**config.mk**
```make
export PLATFORM = sky130hd
export DESIGN_NAME = td_x_core
export DESIGN_NICKNAME = d
export VERILOG_FILES = /design/src/hw/tia_pkg.sv /design/src/hw/channel_buffer.sv /design/src/hw/instruction_memory.sv /design/src/hw/trigger_resolution_unit.sv /design/src/hw/predicate_unit.sv /design/src/hw/operand_unit.sv /design/src/hw/functional_unit.sv /design/src/hw/td_x_core.sv
export SDC_FILE = /design/constraint.sdc
export NUM_CORES = 2
export LEC_CHECK = 0
export ABC_CLOCK_PERIOD_IN_PS = 10050
export BUFFER_PORTS_ARGS = -buffer_cell sky130_fd_sc_hd__buf_2
export CORE_UTILIZATION = 50
export CTS_CLUSTER_DIAMETER = 60
export DETAILED_ROUTE_END_ITERATION = 8
export PLACE_DENSITY = 0.66
export SYNTH_ARGS = -nofsm -noshare
export SYNTH_HDL_FRONTEND = slang
export SYNTH_SLANG_ARGS = --single-unit
```
**constraint.sdc**
```tcl
create_clock -name clock -period 10.05 [get_ports clock]
set_clock_uncertainty 0.2 [all_clocks]
set_input_delay 0.5025 -clock clock [delete_from_list [all_inputs] [get_ports clock]]
set_output_delay 0.5025 -clock clock [all_outputs]
set_load 0.005 [all_outputs]
```
**src/hw/tia_pkg.sv**
```systemverilog
// TIA package: shared widths, opcodes, operand and destination kinds, instruction formats.
package tia_pkg;

    localparam int word_width = 32;
    localparam int tag_width = 2;
    localparam int num_registers = 8;
    localparam int num_predicates = 8;
    localparam int max_channels = 4;
    localparam int immediate_width = 16;

    typedef logic [$clog2(num_registers) - 1:0] reg_index_t;
    typedef logic [$clog2(max_channels) - 1:0] chan_index_t;

    typedef enum logic [4:0] {
        nop, mov, add, sub, and_op, or_op, xor_op, sll, srl, eq, lt, halt
    } opcode_e;

    typedef enum logic [1:0] {src_none, src_imm, src_reg, src_chan} source_e;

    typedef enum logic [1:0] {dst_none, dst_reg, dst_pred, dst_chan} dest_e;

    typedef struct packed {
        logic [tag_width - 1:0] tag;
        logic [word_width - 1:0] data;
    } packet_t;

    typedef struct packed {
        logic valid;
        packet_t packet;
    } link_t;

    // Channel masks cover the largest configuration; bits past the channel count stay zero.
    typedef struct packed {
        logic valid;
        logic [num_predicates - 1:0] true_mask;
        logic [num_predicates - 1:0] false_mask;
        logic [max_channels - 1:0] input_mask;
        chan_index_t tag_channel;
        logic tag_check;
        logic [tag_width - 1:0] tag;
        chan_index_t out_channel;
        logic out_use;
    } trigger_t;

    typedef struct packed {
        logic vi;
        opcode_e op;
        source_e st0;
        reg_index_t si0;
        source_e st1;
        reg_index_t si1;
        dest_e dt;
        reg_index_t di;
        chan_index_t oci;
        logic [tag_width - 1:0] oct;
        logic [max_channels - 1:0] icd;
        logic [num_predicates - 1:0] pred_set;
        logic [num_predicates - 1:0] pred_clear;
        logic [immediate_width - 1:0] immediate;
    } datapath_instruction_t;

    typedef struct packed {
        trigger_t trigger;
        datapath_instruction_t datapath;
    } instruction_t;

endpackage

```
**src/hw/channel_buffer.sv**
```systemverilog
// Channel buffer: circular FIFO of tagged packets for input and output channels.
`timescale 1ns/1ps

module channel_buffer
    import tia_pkg::*;
#(
    parameter int buffer_depth = 4
) (
    input  logic clock,
    input  logic rst,
    input  logic push,
    input  packet_t push_packet,
    input  logic pop,
    output packet_t head,
    output logic empty,
    output logic full,
    output logic [$clog2(buffer_depth + 1) - 1:0] count
);
    localparam int count_width = $clog2(buffer_depth + 1);
    localparam int ptr_width = (buffer_depth > 1) ? $clog2(buffer_depth) : 1;

    packet_t entries [buffer_depth - 1:0];
    logic [ptr_width - 1:0] read_ptr;
    logic [ptr_width - 1:0] write_ptr;

    function automatic logic [ptr_width - 1:0] advance(input logic [ptr_width - 1:0] ptr);
        return (ptr == ptr_width'(buffer_depth - 1)) ? '0 : ptr + 1'b1;
    endfunction

    always_ff @(posedge clock) begin
        if (rst) begin
            read_ptr <= '0;
            write_ptr <= '0;
            count <= '0;
        end else begin
            if (push) begin
                write_ptr <= advance(write_ptr);
            end
            if (pop) begin
                read_ptr <= advance(read_ptr);
            end
            count <= count + count_width'(push) - count_width'(pop);
        end
    end

    always_ff @(posedge clock) begin
        if (push) begin
            entries[write_ptr] <= push_packet;
        end
    end

    assign head = entries[read_ptr];
    assign empty = (count == '0);
    assign full = (count == count_width'(buffer_depth));

    // Producers and consumers must honour the flags.
    assert property (@(posedge clock) disable iff (rst) !(push && full));
    assert property (@(posedge clock) disable iff (rst) !(pop && empty));

endmodule

```
**src/hw/instruction_memory.sv**
```systemverilog
// Instruction memory: loadable slots exposing every trigger and the selected datapath word.
`timescale 1ns/1ps

module instruction_memory
    import tia_pkg::*;
#(
    parameter int num_instructions = 8
) (
    input  logic clock,
    input  logic rst,
    input  logic load_strobe,
    input  logic [$clog2(num_instructions) - 1:0] load_index,
    input  instruction_t load_instruction,
    output trigger_t triggers [num_instructions - 1:0],
    input  logic issue_valid,
    input  logic [$clog2(num_instructions) - 1:0] issue_index,
    output datapath_instruction_t issued
);
    datapath_instruction_t datapath [num_instructions - 1:0];

    // Reset invalidates every slot.
    always_ff @(posedge clock) begin
        if (rst) begin
            for (int i = 0; i < num_instructions; i++) begin
                triggers[i].valid <= 1'b0;
            end
        end else if (load_strobe) begin
            triggers[load_index] <= load_instruction.trigger;
        end
    end

    always_ff @(posedge clock) begin
        if (load_strobe) begin
            datapath[load_index] <= load_instruction.datapath;
        end
    end

    always_comb begin
        issued = '0;
        if (issue_valid) begin
            issued = datapath[issue_index];
        end
    end

endmodule

```
**src/hw/trigger_resolution_unit.sv**
```systemverilog
// Trigger resolution: picks the lowest-index instruction whose trigger is satisfied.
`timescale 1ns/1ps

module trigger_resolution_unit
    import tia_pkg::*;
#(
    parameter int num_input_channels = 2,
    parameter int num_output_channels = 2,
    parameter int num_instructions = 8
) (
    input  logic execute,
    input  logic halted,
    input  trigger_t triggers [num_instructions - 1:0],
    input  logic [num_predicates - 1:0] predicates,
    input  logic [num_input_channels - 1:0] in_empty,
    input  logic [tag_width - 1:0] in_tags [num_input_channels - 1:0],
    input  logic [num_output_channels - 1:0] out_full,
    input  datapath_instruction_t x_instruction,
    output logic issue_valid,
    output logic [$clog2(num_instructions) - 1:0] issue_index
);
    localparam int index_width = $clog2(num_instructions);

    logic [max_channels - 1:0] empty_all;
    logic [max_channels - 1:0] blocked;
    logic [tag_width - 1:0] tags_all [max_channels - 1:0];
    logic [num_instructions - 1:0] ready;
    logic hazard;

    // Missing channels look empty and full.
    always_comb begin
        empty_all = '1;
        blocked = '1;
        for (int c = 0; c < max_channels; c++) begin
            tags_all[c] = '0;
        end
        for (int c = 0; c < num_input_channels; c++) begin
            empty_all[c] = in_empty[c];
            tags_all[c] = in_tags[c];
        end
        for (int c = 0; c < num_output_channels; c++) begin
            blocked[c] = out_full[c];
        end
        // A pending enqueue counts as a full slot.
        if (x_instruction.vi && x_instruction.dt == dst_chan) begin
            blocked[x_instruction.oci] = 1'b1;
        end
    end

    // Predicate writes and halts in X stall issue for one cycle.
    assign hazard = x_instruction.vi
                    && (x_instruction.dt == dst_pred || x_instruction.op == halt);

    for (genvar i = 0; i < num_instructions; i++) begin : g_ready
        assign ready[i] = triggers[i].valid
            && ((predicates & triggers[i].true_mask) == triggers[i].true_mask)
            && ((~predicates & triggers[i].false_mask) == triggers[i].false_mask)
            && ((triggers[i].input_mask & empty_all) == '0)
            && (!triggers[i].tag_check
                || (!empty_all[triggers[i].tag_channel]
                    && tags_all[triggers[i].tag_channel] == triggers[i].tag))
            && (!triggers[i].out_use || !blocked[triggers[i].out_channel]);
    end

    always_comb begin
        issue_valid = 1'b0;
        issue_index = '0;
        if (execute && !halted && !hazard) begin
            for (int i = num_instructions - 1; i >= 0; i--) begin
                if (ready[i]) begin
                    issue_valid = 1'b1;
                    issue_index = index_width'(i);
                end
            end
        end
    end

endmodule

```
**src/hw/predicate_unit.sv**
```systemverilog
// Predicate unit: predicate register with issue-time masks and X-stage writes.
`timescale 1ns/1ps

module predicate_unit
    import tia_pkg::*;
(
    input  logic clock,
    input  logic rst,
    input  datapath_instruction_t issued,
    input  datapath_instruction_t x_instruction,
    input  logic [word_width - 1:0] x_result,
    output logic [num_predicates - 1:0] predicates
);
    logic [num_predicates - 1:0] next_predicates;

    always_comb begin
        next_predicates = predicates;
        if (issued.vi) begin
            next_predicates = (next_predicates | issued.pred_set) & ~issued.pred_clear;
        end
        // X write wins.
        if (x_instruction.vi && x_instruction.dt == dst_pred) begin
            next_predicates[x_instruction.di] = x_result[0];
        end
    end

    always_ff @(posedge clock) begin
        if (rst) begin
            predicates <= '0;
        end else begin
            predicates <= next_predicates;
        end
    end

endmodule

```
**src/hw/operand_unit.sv**
```systemverilog
// Operand unit: register file, source fetch and forwarding from the X stage.
`timescale 1ns/1ps

module operand_unit
    import tia_pkg::*;
#(
    parameter int num_input_channels = 2
) (
    input  logic clock,
    input  logic rst,
    input  datapath_instruction_t issued,
    input  logic [word_width - 1:0] in_data [num_input_channels - 1:0],
    input  datapath_instruction_t x_instruction,
    input  logic [word_width - 1:0] x_result,
    output logic [word_width - 1:0] operand_0,
    output logic [word_width - 1:0] operand_1
);
    logic [word_width - 1:0] registers [num_registers - 1:0];
    logic [word_width - 1:0] chan_data [max_channels - 1:0];
    logic x_writes_reg;

    assign x_writes_reg = x_instruction.vi && x_instruction.dt == dst_reg;

    always_ff @(posedge clock) begin
        if (rst) begin
            for (int r = 0; r < num_registers; r++) begin
                registers[r] <= '0;
            end
        end else if (x_writes_reg) begin
            registers[x_instruction.di] <= x_result;
        end
    end

    // Absent channels read as zero.
    always_comb begin
        for (int c = 0; c < max_channels; c++) begin
            chan_data[c] = '0;
        end
        for (int c = 0; c < num_input_channels; c++) begin
            chan_data[c] = in_data[c];
        end
    end

    function automatic logic [word_width - 1:0] fetch(input source_e st, input reg_index_t si);
        logic [word_width - 1:0] value;
        value = '0;
        case (st)
            src_imm: value = {{(word_width - immediate_width){1'b0}}, issued.immediate};
            src_reg: begin
                // Bypass the write that lands at this edge.
                if (x_writes_reg && x_instruction.di == si) begin
                    value = x_result;
                end else begin
                    value = registers[si];
                end
            end
            src_chan: value = chan_data[si[$bits(chan_index_t) - 1:0]];
            default: value = '0;
        endcase
        return value;
    endfunction

    always_comb begin
        operand_0 = fetch(issued.st0, issued.si0);
        operand_1 = fetch(issued.st1, issued.si1);
    end

endmodule

```
**src/hw/functional_unit.sv**
```systemverilog
// Functional unit: single-cycle arithmetic, logic, shift and compare operations.
`timescale 1ns/1ps

module functional_unit
    import tia_pkg::*;
(
    input  opcode_e op,
    input  logic [word_width - 1:0] operand_0,
    input  logic [word_width - 1:0] operand_1,
    output logic [word_width - 1:0] result
);
    localparam int shift_width = $clog2(word_width);

    logic [shift_width - 1:0] shamt;

    assign shamt = operand_1[shift_width - 1:0];

    always_comb begin
        case (op)
            mov:    result = operand_0;
            add:    result = operand_0 + operand_1;
            sub:    result = operand_0 - operand_1;
            and_op: result = operand_0 & operand_1;
            or_op:  result = operand_0 | operand_1;
            xor_op: result = operand_0 ^ operand_1;
            sll:    result = operand_0 << shamt;
            srl:    result = operand_0 >> shamt;
            // Unsigned compares give one or zero.
            eq:     result = {{(word_width - 1){1'b0}}, operand_0 == operand_1};
            lt:     result = {{(word_width - 1){1'b0}}, operand_0 < operand_1};
            default: result = '0;
        endcase
    end

endmodule

```
**src/hw/td_x_core.sv**
```systemverilog
// TD|X core: triggered-instruction processing element with channel buffers and two stages.
`timescale 1ns/1ps

module td_x_core
    import tia_pkg::*;
#(
    parameter int num_input_channels = 2,
    parameter int num_output_channels = 2,
    parameter int buffer_depth = 4,
    parameter int num_instructions = 8
) (
    input  logic clock,
    input  logic rst,
    input  logic execute,
    output logic halted,
    output logic channels_quiescent,
    input  logic load_strobe,
    input  logic [$clog2(num_instructions) - 1:0] load_index,
    input  instruction_t load_instruction,
    input  link_t in_links [num_input_channels - 1:0],
    output logic [num_input_channels - 1:0] in_ready,
    output link_t out_links [num_output_channels - 1:0],
    input  logic [num_output_channels - 1:0] out_ready
);
    localparam int count_width = $clog2(buffer_depth + 1);

    packet_t in_head [num_input_channels - 1:0];
    logic [tag_width - 1:0] in_tags [num_input_channels - 1:0];
    logic [word_width - 1:0] in_data [num_input_channels - 1:0];
    logic [count_width - 1:0] in_count [num_input_channels - 1:0];
    logic [num_input_channels - 1:0] in_empty, in_full, in_dequeue, in_idle;

    packet_t out_head [num_output_channels - 1:0];
    logic [num_output_channels - 1:0] out_empty, out_full, out_enqueue;
    packet_t x_packet;

    trigger_t triggers [num_instructions - 1:0];
    logic issue_valid;
    logic [$clog2(num_instructions) - 1:0] issue_index;
    datapath_instruction_t issued, x_instruction;
    logic [num_predicates - 1:0] predicates;
    logic [word_width - 1:0] operand_0, operand_1, x_operand_0, x_operand_1, x_result;

    for (genvar i = 0; i < num_input_channels; i++) begin : g_in
        channel_buffer #(.buffer_depth(buffer_depth)) icb (
            .clock(clock),
            .rst(rst),
            .push(in_links[i].valid && in_ready[i]),
            .push_packet(in_links[i].packet),
            .pop(in_dequeue[i]),
            .head(in_head[i]),
            .empty(in_empty[i]),
            .full(in_full[i]),
            .count(in_count[i])
        );
        assign in_ready[i] = !in_full[i];
        assign in_tags[i] = in_head[i].tag;
        assign in_data[i] = in_head[i].data;
        assign in_dequeue[i] = issued.vi && issued.icd[i];
        assign in_idle[i] = (in_count[i] == '0);
    end

    assign x_packet = {x_instruction.oct, x_result};

    for (genvar c = 0; c < num_output_channels; c++) begin : g_out
        channel_buffer #(.buffer_depth(buffer_depth)) ocb (
            .clock(clock),
            .rst(rst),
            .push(out_enqueue[c]),
            .push_packet(x_packet),
            .pop(out_links[c].valid && out_ready[c]),
            .head(out_head[c]),
            .empty(out_empty[c]),
            .full(out_full[c]),
            .count()
        );
        assign out_enqueue[c] = x_instruction.vi && x_instruction.dt == dst_chan
                                && x_instruction.oci == chan_index_t'(c);
        assign out_links[c] = {!out_empty[c], out_head[c]};
    end

    instruction_memory #(.num_instructions(num_instructions)) im (
        .clock(clock), .rst(rst),
        .load_strobe(load_strobe), .load_index(load_index), .load_instruction(load_instruction),
        .triggers(triggers), .issue_valid(issue_valid), .issue_index(issue_index), .issued(issued)
    );

    trigger_resolution_unit #(
        .num_input_channels(num_input_channels),
        .num_output_channels(num_output_channels),
        .num_instructions(num_instructions)
    ) tru (
        .execute(execute), .halted(halted), .triggers(triggers), .predicates(predicates),
        .in_empty(in_empty), .in_tags(in_tags), .out_full(out_full),
        .x_instruction(x_instruction), .issue_valid(issue_valid), .issue_index(issue_index)
    );

    predicate_unit pu (
        .clock(clock), .rst(rst), .issued(issued), .x_instruction(x_instruction),
        .x_result(x_result), .predicates(predicates)
    );

    operand_unit #(.num_input_channels(num_input_channels)) ou (
        .clock(clock), .rst(rst), .issued(issued), .in_data(in_data),
        .x_instruction(x_instruction), .x_result(x_result),
        .operand_0(operand_0), .operand_1(operand_1)
    );

    // TD|X pipeline register.
    always_ff @(posedge clock) begin
        if (rst) begin
            x_instruction <= '0;
        end else begin
            x_instruction <= issued;
        end
    end

    always_ff @(posedge clock) begin
        x_operand_0 <= operand_0;
        x_operand_1 <= operand_1;
    end

    functional_unit fu (
        .op(x_instruction.op), .operand_0(x_operand_0), .operand_1(x_operand_1),
        .result(x_result)
    );

    // Sticky until reset.
    always_ff @(posedge clock) begin
        if (rst) begin
            halted <= 1'b0;
        end else if (x_instruction.vi && x_instruction.op == halt) begin
            halted <= 1'b1;
        end
    end

    assign channels_quiescent = (&in_idle) && (&out_empty);

    // Program loads only while the core is stopped.
    assert property (@(posedge clock) disable iff (rst) load_strobe |-> !execute);

endmodule

```
## Word level (Yosys, flattened, before mapping)

Memory sizes are Yosys's and may differ from the RTL's. A register that Yosys moved wholly into a read port is not among the register bits.
Index checks and enable logic that the tools add are counted.

- Word-level logic and storage cells: 502
- Input port bits: 169
- Output and inout bits: 74
- Memories: 6
- Flip-flop bits (word level): 348
- Memory bits (writable): 1288

- Bitwise logic cells: 34
- Shift-type cells: 2
- Equality and inequality tests: 60
- Add/sub/neg operators: 18
- Order comparisons: 25
- Mux-type cells: 121
- Reductions and logical operators: 142

Memories:

| memory | depth | bits a word | read ports | clocked after memory_dff | wr ports | RTL line | text |
|---|---|---|---|---|---|---|---|
| im.datapath | 8 | 61 | 1 | 0 | 1 | instruction_memory.sv:19 | `datapath_instruction_t datapath [num_instructions - 1:0];` |
| ou.registers | 8 | 32 | 2 | 0 | 8 | operand_unit.sv:18 | `logic [word_width - 1:0] registers [num_registers - 1:0];` |
| g_in[0].icb.entries | 4 | 34 | 1 | 1 | 1 | channel_buffer.sv:22 | `packet_t entries [buffer_depth - 1:0];` |
| g_in[1].icb.entries | 4 | 34 | 1 | 1 | 1 | channel_buffer.sv:22 |  |
| g_out[0].ocb.entries | 4 | 34 | 1 | 1 | 1 | channel_buffer.sv:22 |  |
| g_out[1].ocb.entries | 4 | 34 | 1 | 1 | 1 | channel_buffer.sv:22 |  |

Operator list:

| kind | count |
|---|---|
| case mux 32 bit (10 select lines) | 1 |
| bitwise mux 232 bit | 1 |
| case mux 32 bit (3 select lines) | 2 |
| two-way mux 32 bit | 5 |
| bitwise AND 8 bit | 17 |
| binary-select mux 32 bit (select 2 bit) | 2 |
| equality test 8 bit | 16 |
| demux 29 bit (select 3 bit) | 1 |
| logical AND 1 bit | 69 |
| two-way mux 61 bit | 1 |
| < comparator 2 x 3 -> 1 bit, second input constant | 19 |
| two-way mux 2 bit | 24 |
| two-way mux 1 bit | 43 |
| zero test 1 bit | 38 |
| adder 32 bit | 1 |
| bitwise AND 32 bit | 1 |
| bitwise AND 4 bit | 8 |
| binary-select mux 1 bit (select 2 bit) | 16 |
| binary-select mux 2 bit (select 2 bit) | 8 |
| equality test 32 bit | 1 |
| zero test 4 bit | 8 |
| < comparator 32 bit | 1 |
| OR 32 bit | 1 |
| OR reduction 32 bit | 1 |
| other kinds (35) | 117 |

## Logic depth before layout (Yosys ltp)

An unclocked memory read counts as a cell.

- Word-level depth: 27
- Gate-level depth with buffers: 26
- Depth with buffers taken out: 20

## Modules after synthesis

From an unflattened synthesis, not the netlist that was laid out.

- Cells, all modules: 4966
- Area total of the unflattened synthesis: 77595.7 um2

By module, submodules not included:

| module | times used | sequential area each (um2) | cells each | area each (um2) |
|---|---|---|---|---|
| instruction_memory | 1 | 21540.7 | 1178 | 26317.7 |
| channel_buffer | 4 | 4264.1 | 221 | 5408.9 |
| operand_unit | 1 | 7687.4 | 1063 | 15636.2 |
| functional_unit | 1 | 0.0 | 1316 | 8516.9 |
| td_x_core | 1 | 2522.4 | 214 | 3054.2 |
| trigger_resolution_unit | 1 | 0.0 | 262 | 1943.1 |
| predicate_unit | 1 | 160.2 | 49 | 491.7 |

## Worst setup path after synthesis

Ideal clock, no wire load.

- Kind: reg2reg
- Start point: register x_operand_1[1]
- End point: memory g_out[0].ocb.entries[0][27] in the netlist's numbering (data pin)
- Library setup time: 0.288 ns
- Setup slack: 4.154 ns
- Cell stages (with the launch flop): 23
- Buffers on the path: 5
- Required time: 9.562 ns
- Period minus slack after synthesis: 5.896 ns
- Arrival time: 5.408 ns
- Cell sequence: dfxtp_1 clkbuf_1 inv_1 clkbuf_1 clkbuf_1 clkbuf_1 ha_1 o21ba_2 o21bai_1 a21oi_1 o211a_1 nor4_1 o311ai_0 a21o_1 or3_1 a311oi_1 o41ai_1 nand2_1 nand2_1 xnor2_1 a2111oi_0 clkbuf_1 inv_1

- Longest elaborated chain between the ends: 2
- Elaborated cells between the ends (all ways): 5
- Those cells by class: add/sub: 2; shift: 2; mux: 1

Ends and longest elaborated chain:

| what | RTL line | text |
|---|---|---|
| start: declaration | td_x_core.sv:42 | `logic [word_width - 1:0] operand_0, operand_1, x_operand_0, x_operand_1, x_result;` |
| start signal: assignment | td_x_core.sv:120 | `x_operand_1 <= operand_1;` |
| subtractor 32 bit (tied with other cells) | functional_unit.sv:22 | `sub: result = operand_0 - operand_1;` |
| case mux 32 bit (10 select lines) * | functional_unit.sv:19 | `case (op)` |
| via fu.result[27] | functional_unit.sv:10 | `output logic [word_width - 1:0] result` |
| end: declaration | channel_buffer.sv:22 |  |

Mark *: on every way through the listed nets, which the timed path passes. The rest lies on a longest branch.

## Worst setup path in the final report

- Start point: register x_instruction[60] (netlist name)
- End point: register x_operand_1[17]

- Longest elaborated chain between the ends: 22
- Elaborated cells between the ends (all ways): 76
- Those cells by class: eq/ne: 4; mux: 40; reduce/logical: 30; memory: 2

Ends and longest elaborated chain:

| what | RTL line | text |
|---|---|---|
| parallel branches: the longest is 21 deep, another holds two-way mux 4 bit | - |  |
| case mux 32 bit (3 select lines) * | operand_unit.sv:47 | `case (st)` |

Mark *: on every way between the ends. The select of a mux whose other input is x is not followed.
A chain may end at the register's enable or synchronous reset.

==> qor.csv <==
metric,value,unit
outcome,completed,
internal_power,11.4,mW
overflow,0,
track_usage,0.293,
antenna_found_initial,22,
hpwlAfterDp,144,mm
fin_setup_tns,0,ns
sw_frac_of_total,0.226,
drv_cap,0,
place_congestion,0.980,
numPortBuffers,240,
syn-cell-area,0.0752,mm2
root_buffer,clkbuf_16,
reg2reg_slack,2.57,ns
p_switching,3.33,mW
cp-start-kind,flip-flop,
hp-class,in -> reg,
coreArea,0.149,mm2
cp_num_buf_inv,2,
crit_path_start,x_instruction[60]$_SDFF_PP0_,
finalSetupViolCount,0,
cts_resized,0,
ir_drop,0.201,mV
cp_slowest_stage_delay,1.01,ns
drc_errors,0,
htreeDepth,4,
drive_above_1_share,0.149,
utilization,0.576,
syn_avg_cell_area,12.9,um2
cts_tree,built,
hold_violations,0,
ys_warn_count,0,
crit_chain,"nand4b_1, o21ai_0, o311ai_1, a41oi_1, o21ai_2, nor2_1, and2_4, buf_4, mux2i_1, mux2i_1, o22a_1, and3_1, buf_4, a22oi_1, o2111ai_1, o221ai_1",
vias_per_cell,6.22,
p_clk_frac,0.409,
cp.required,10.47,ns
max_slew_margin,0.138,
syn_nets,6147,
synth_ff_type,edfxtp_1,
synthArstFlopShare,0,
cts_made_buffers,167,
slowest_stage,and3_1,
yosysSeqAreaShare,0.632,
drt_iter0_markers,6158,
synth_cells,5847,
clk_pin_slew,0.06,ns
p_leak,28.3,nW
die_area,0.152,mm2
n_fill_cell,12000,
min_from,load_index[1],
wl_per_cell,27.1,um
p_per_area,172,mW/mm2
min_period,7.48,ns
r2r_start,x_instruction[60]$_SDFF_PP0_,
worstPathArrival,7.90,ns
p_comb_frac,0.065,
fin_nets,6455,
critPathCaptureType,flip-flop,
worstHoldEndpoint,im.triggers[115]$_SDFFE_PP0P_,
dr.pass1.iters,8,
syn_to_final_growth,13.6,%
multi_input_area,0.0257,mm2
ys_ff_latch,1628,
grt_setup_unrepaired,no,
crit_path_max_fanout,63,
num_rows,141,
slew_viol_final,0,
r2r_cells,16,
cts_buffer_depth,3,
io_pins,243,
max_freq,0.134,GHz
clock_latency,0.81,ns
tightest_slew,1.29,ns
ant_nets,0,
synth_edf_count,1496,
first_global_vias,50200,
seqPwrFrac,0.526,
drt-total-wl,226,mm
die_h,390,um
synthDistinctLibCells,111,
timing.rr.end,x_operand_1[17]$_SDFF_PN0_,
die_x,390,um
start_util,0.506,
crit_type,reg -> reg,
regArea,0.0476,mm2
clock-sinks,1628,
grt_pass1_wl,330,mm
grt_start_max_net_pins,131,
vias,51700,
fin_crit_sh,0.744,
p_total,14.7,mW
path_delay_family,simple AND/OR/NAND/NOR gates,
holdPathStages,5,
-- per-stage QoR --
step	worst slack, ns	instance area (um2)	instances	hold slack (ns)
2_1_floorplan	4.15	75200	5847	0.237
3_3_place_gp	2.78	78500	7823	0.258
3_5_place_dp	2.76	78500	7823	0.263
4_1_cts	2.72	85500	8298	0.153
5_1_grt	2.17	85500	8308	0.215
6_report	2.57	85500	8312	0.191
-- metal layers --
layer / share of wire / GRT usage / wire length [um] / up-vias
li1: - / - / - / 22700
met1: 0.41 / 0.408 / 92100 / 25900
met2: 0.47 / 0.465 / 106000 / 2620
met3: 0.092 / 0.0538 / 20700 / 445
met4: 0.031 / 0.0965 / 6980 / 18
met5: 0.00051 / 0 / 115 / -
-- power by group through the flow --
| stage | registers [mW] | clock network [mW] | logic, mW |
|---|---|---|---|
| 2_1_floorplan | 7.85 | 0 | 0.544 |
| 3_3_place_gp | 7.88 | 0 | 0.874 |
| 3_5_place_dp | 7.90 | 0 | 0.893 |
| 4_1_cts | 7.75 | 6.08 | 0.954 |
| 5_1_grt | 7.78 | 6.34 | 1.03 |
| 6_report | 7.75 | 6.02 | 0.955 |
-- state kept, by name (all words and copies together), names as in the netlist, named ones only --
name	flops
im.triggers	232
g_out.ocb.entries	272
ou.registers	256
g_out.ocb.read_ptr	4
g_in.icb.read_ptr	4
g_in.icb.write_ptr	4
g_out.ocb.count	6
g_in.icb.count	6
x_operand_0	32
halted	1
x_operand_1	32
im.datapath	472
x_instruction	15
pu.predicates	8
g_in.icb.entries	272
g_out.ocb.write_ptr	4
-- placed cells by master, fill, tap and decap left out, types with 77 or more instances in the layout --
master and instances:
buf_4 113, o21ai_0 191, mux2i_1 346, a221oi_1 77, clkbuf_16 169, nor2_1 575, ha_1 125, nand3_1 278
buf_2 240, inv_1 165, dlygate4sd3_1 165, edfxtp_1 1496, nand2_1 693, mux4_2 141, dfxtp_1 122, a21oi_1 219
-- worst reg2reg max path, stage by stage, from the launching register on --
cell and delay [ns]:
dfxtp_1 0.49, nand4b_1 0.59, o21ai_0 0.42, o311ai_1 0.20
a41oi_1 0.36, o21ai_2 0.23, nor2_1 0.46, and2_4 0.83
buf_4 0.78, mux2i_1 0.21, mux2i_1 0.30, o22a_1 0.29
and3_1 1.01, buf_4 0.43, a22oi_1 0.17, o2111ai_1 0.14
o221ai_1 0.17
-- cells by family after synthesis --
logic type,Yosys count,share of synthesized area
XOR/XNOR,51,0.00604
multiplexers,570,0.101
adder cells (fa/ha/maj),131,0.0224
AO/OA/AOI/OAI,1030,0.0973
AND/OR/NAND/NOR,1886,0.110
flip-flops,1628,0.632
buffers and inverters,551,0.0309
-- synthesized netlist by cell type, types with 35 or more instances --
| master | count | area share |
|---|---|---|
| nor3_1 | 60 | 0.0040 |
| mux4_2 | 141 | 0.042 |
| a21oi_1 | 219 | 0.015 |
| a22oi_1 | 70 | 0.0070 |
| a221oi_1 | 77 | 0.0090 |
| nand3_1 | 280 | 0.019 |
| buf_2 | 57 | 0.0038 |
| nand2_1 | 694 | 0.035 |
| nor2_1 | 583 | 0.029 |
| nand4_1 | 36 | 0.0030 |
| edfxtp_1 | 1496 | 0.60 |
| mux2i_1 | 346 | 0.046 |
| inv_1 | 167 | 0.0083 |
| clkbuf_1 | 236 | 0.012 |
| dfxtp_1 | 132 | 0.035 |
| ha_1 | 125 | 0.021 |
| buf_1 | 49 | 0.0024 |
| mux2_2 | 72 | 0.011 |
| o21ai_0 | 192 | 0.013 |
| xnor2_1 | 35 | 0.0041 |
| nand2b_1 | 71 | 0.0059 |
-- how the worst max path moves through the flow --
| stage | to | slack, ns | depth (start not counted) |
|---|---|---|---|
| floorplan | g_out[0].ocb.entries[0][27]$_DFFE_PP_ | 4.15 | 22 |
| global placement | x_operand_0[20]$_SDFF_PN0_ | 2.78 | 15 |
| detailed placement | x_operand_0[20]$_SDFF_PN0_ | 2.76 | 16 |
| CTS | x_operand_1[17]$_SDFF_PN0_ | 2.72 | 16 |
| global route | x_operand_1[17]$_SDFF_PN0_ | 2.17 | 16 |
| finish | x_operand_1[17]$_SDFF_PN0_ | 2.57 | 16 |
-- timing repair --
| item | CTS | global route |
|---|---|---|
| hold buffers | 165 | 0 |
| buffers inserted | 0 | 0 |
| hold endpoints to repair | 1002 | 0 |
-- cell type report --
type	count	share of cell area
well taps	2002	0.0293
inverters	170	0.00748
diodes	14	0.000410
multi-input cells	3668	0.300
clock buffers	227	0.0533
repair buffers	520	0.0438
clock inverters	83	0.00899
flip-flops and latches	1628	0.557
Note: power is estimated with default switching activity, not from simulation.
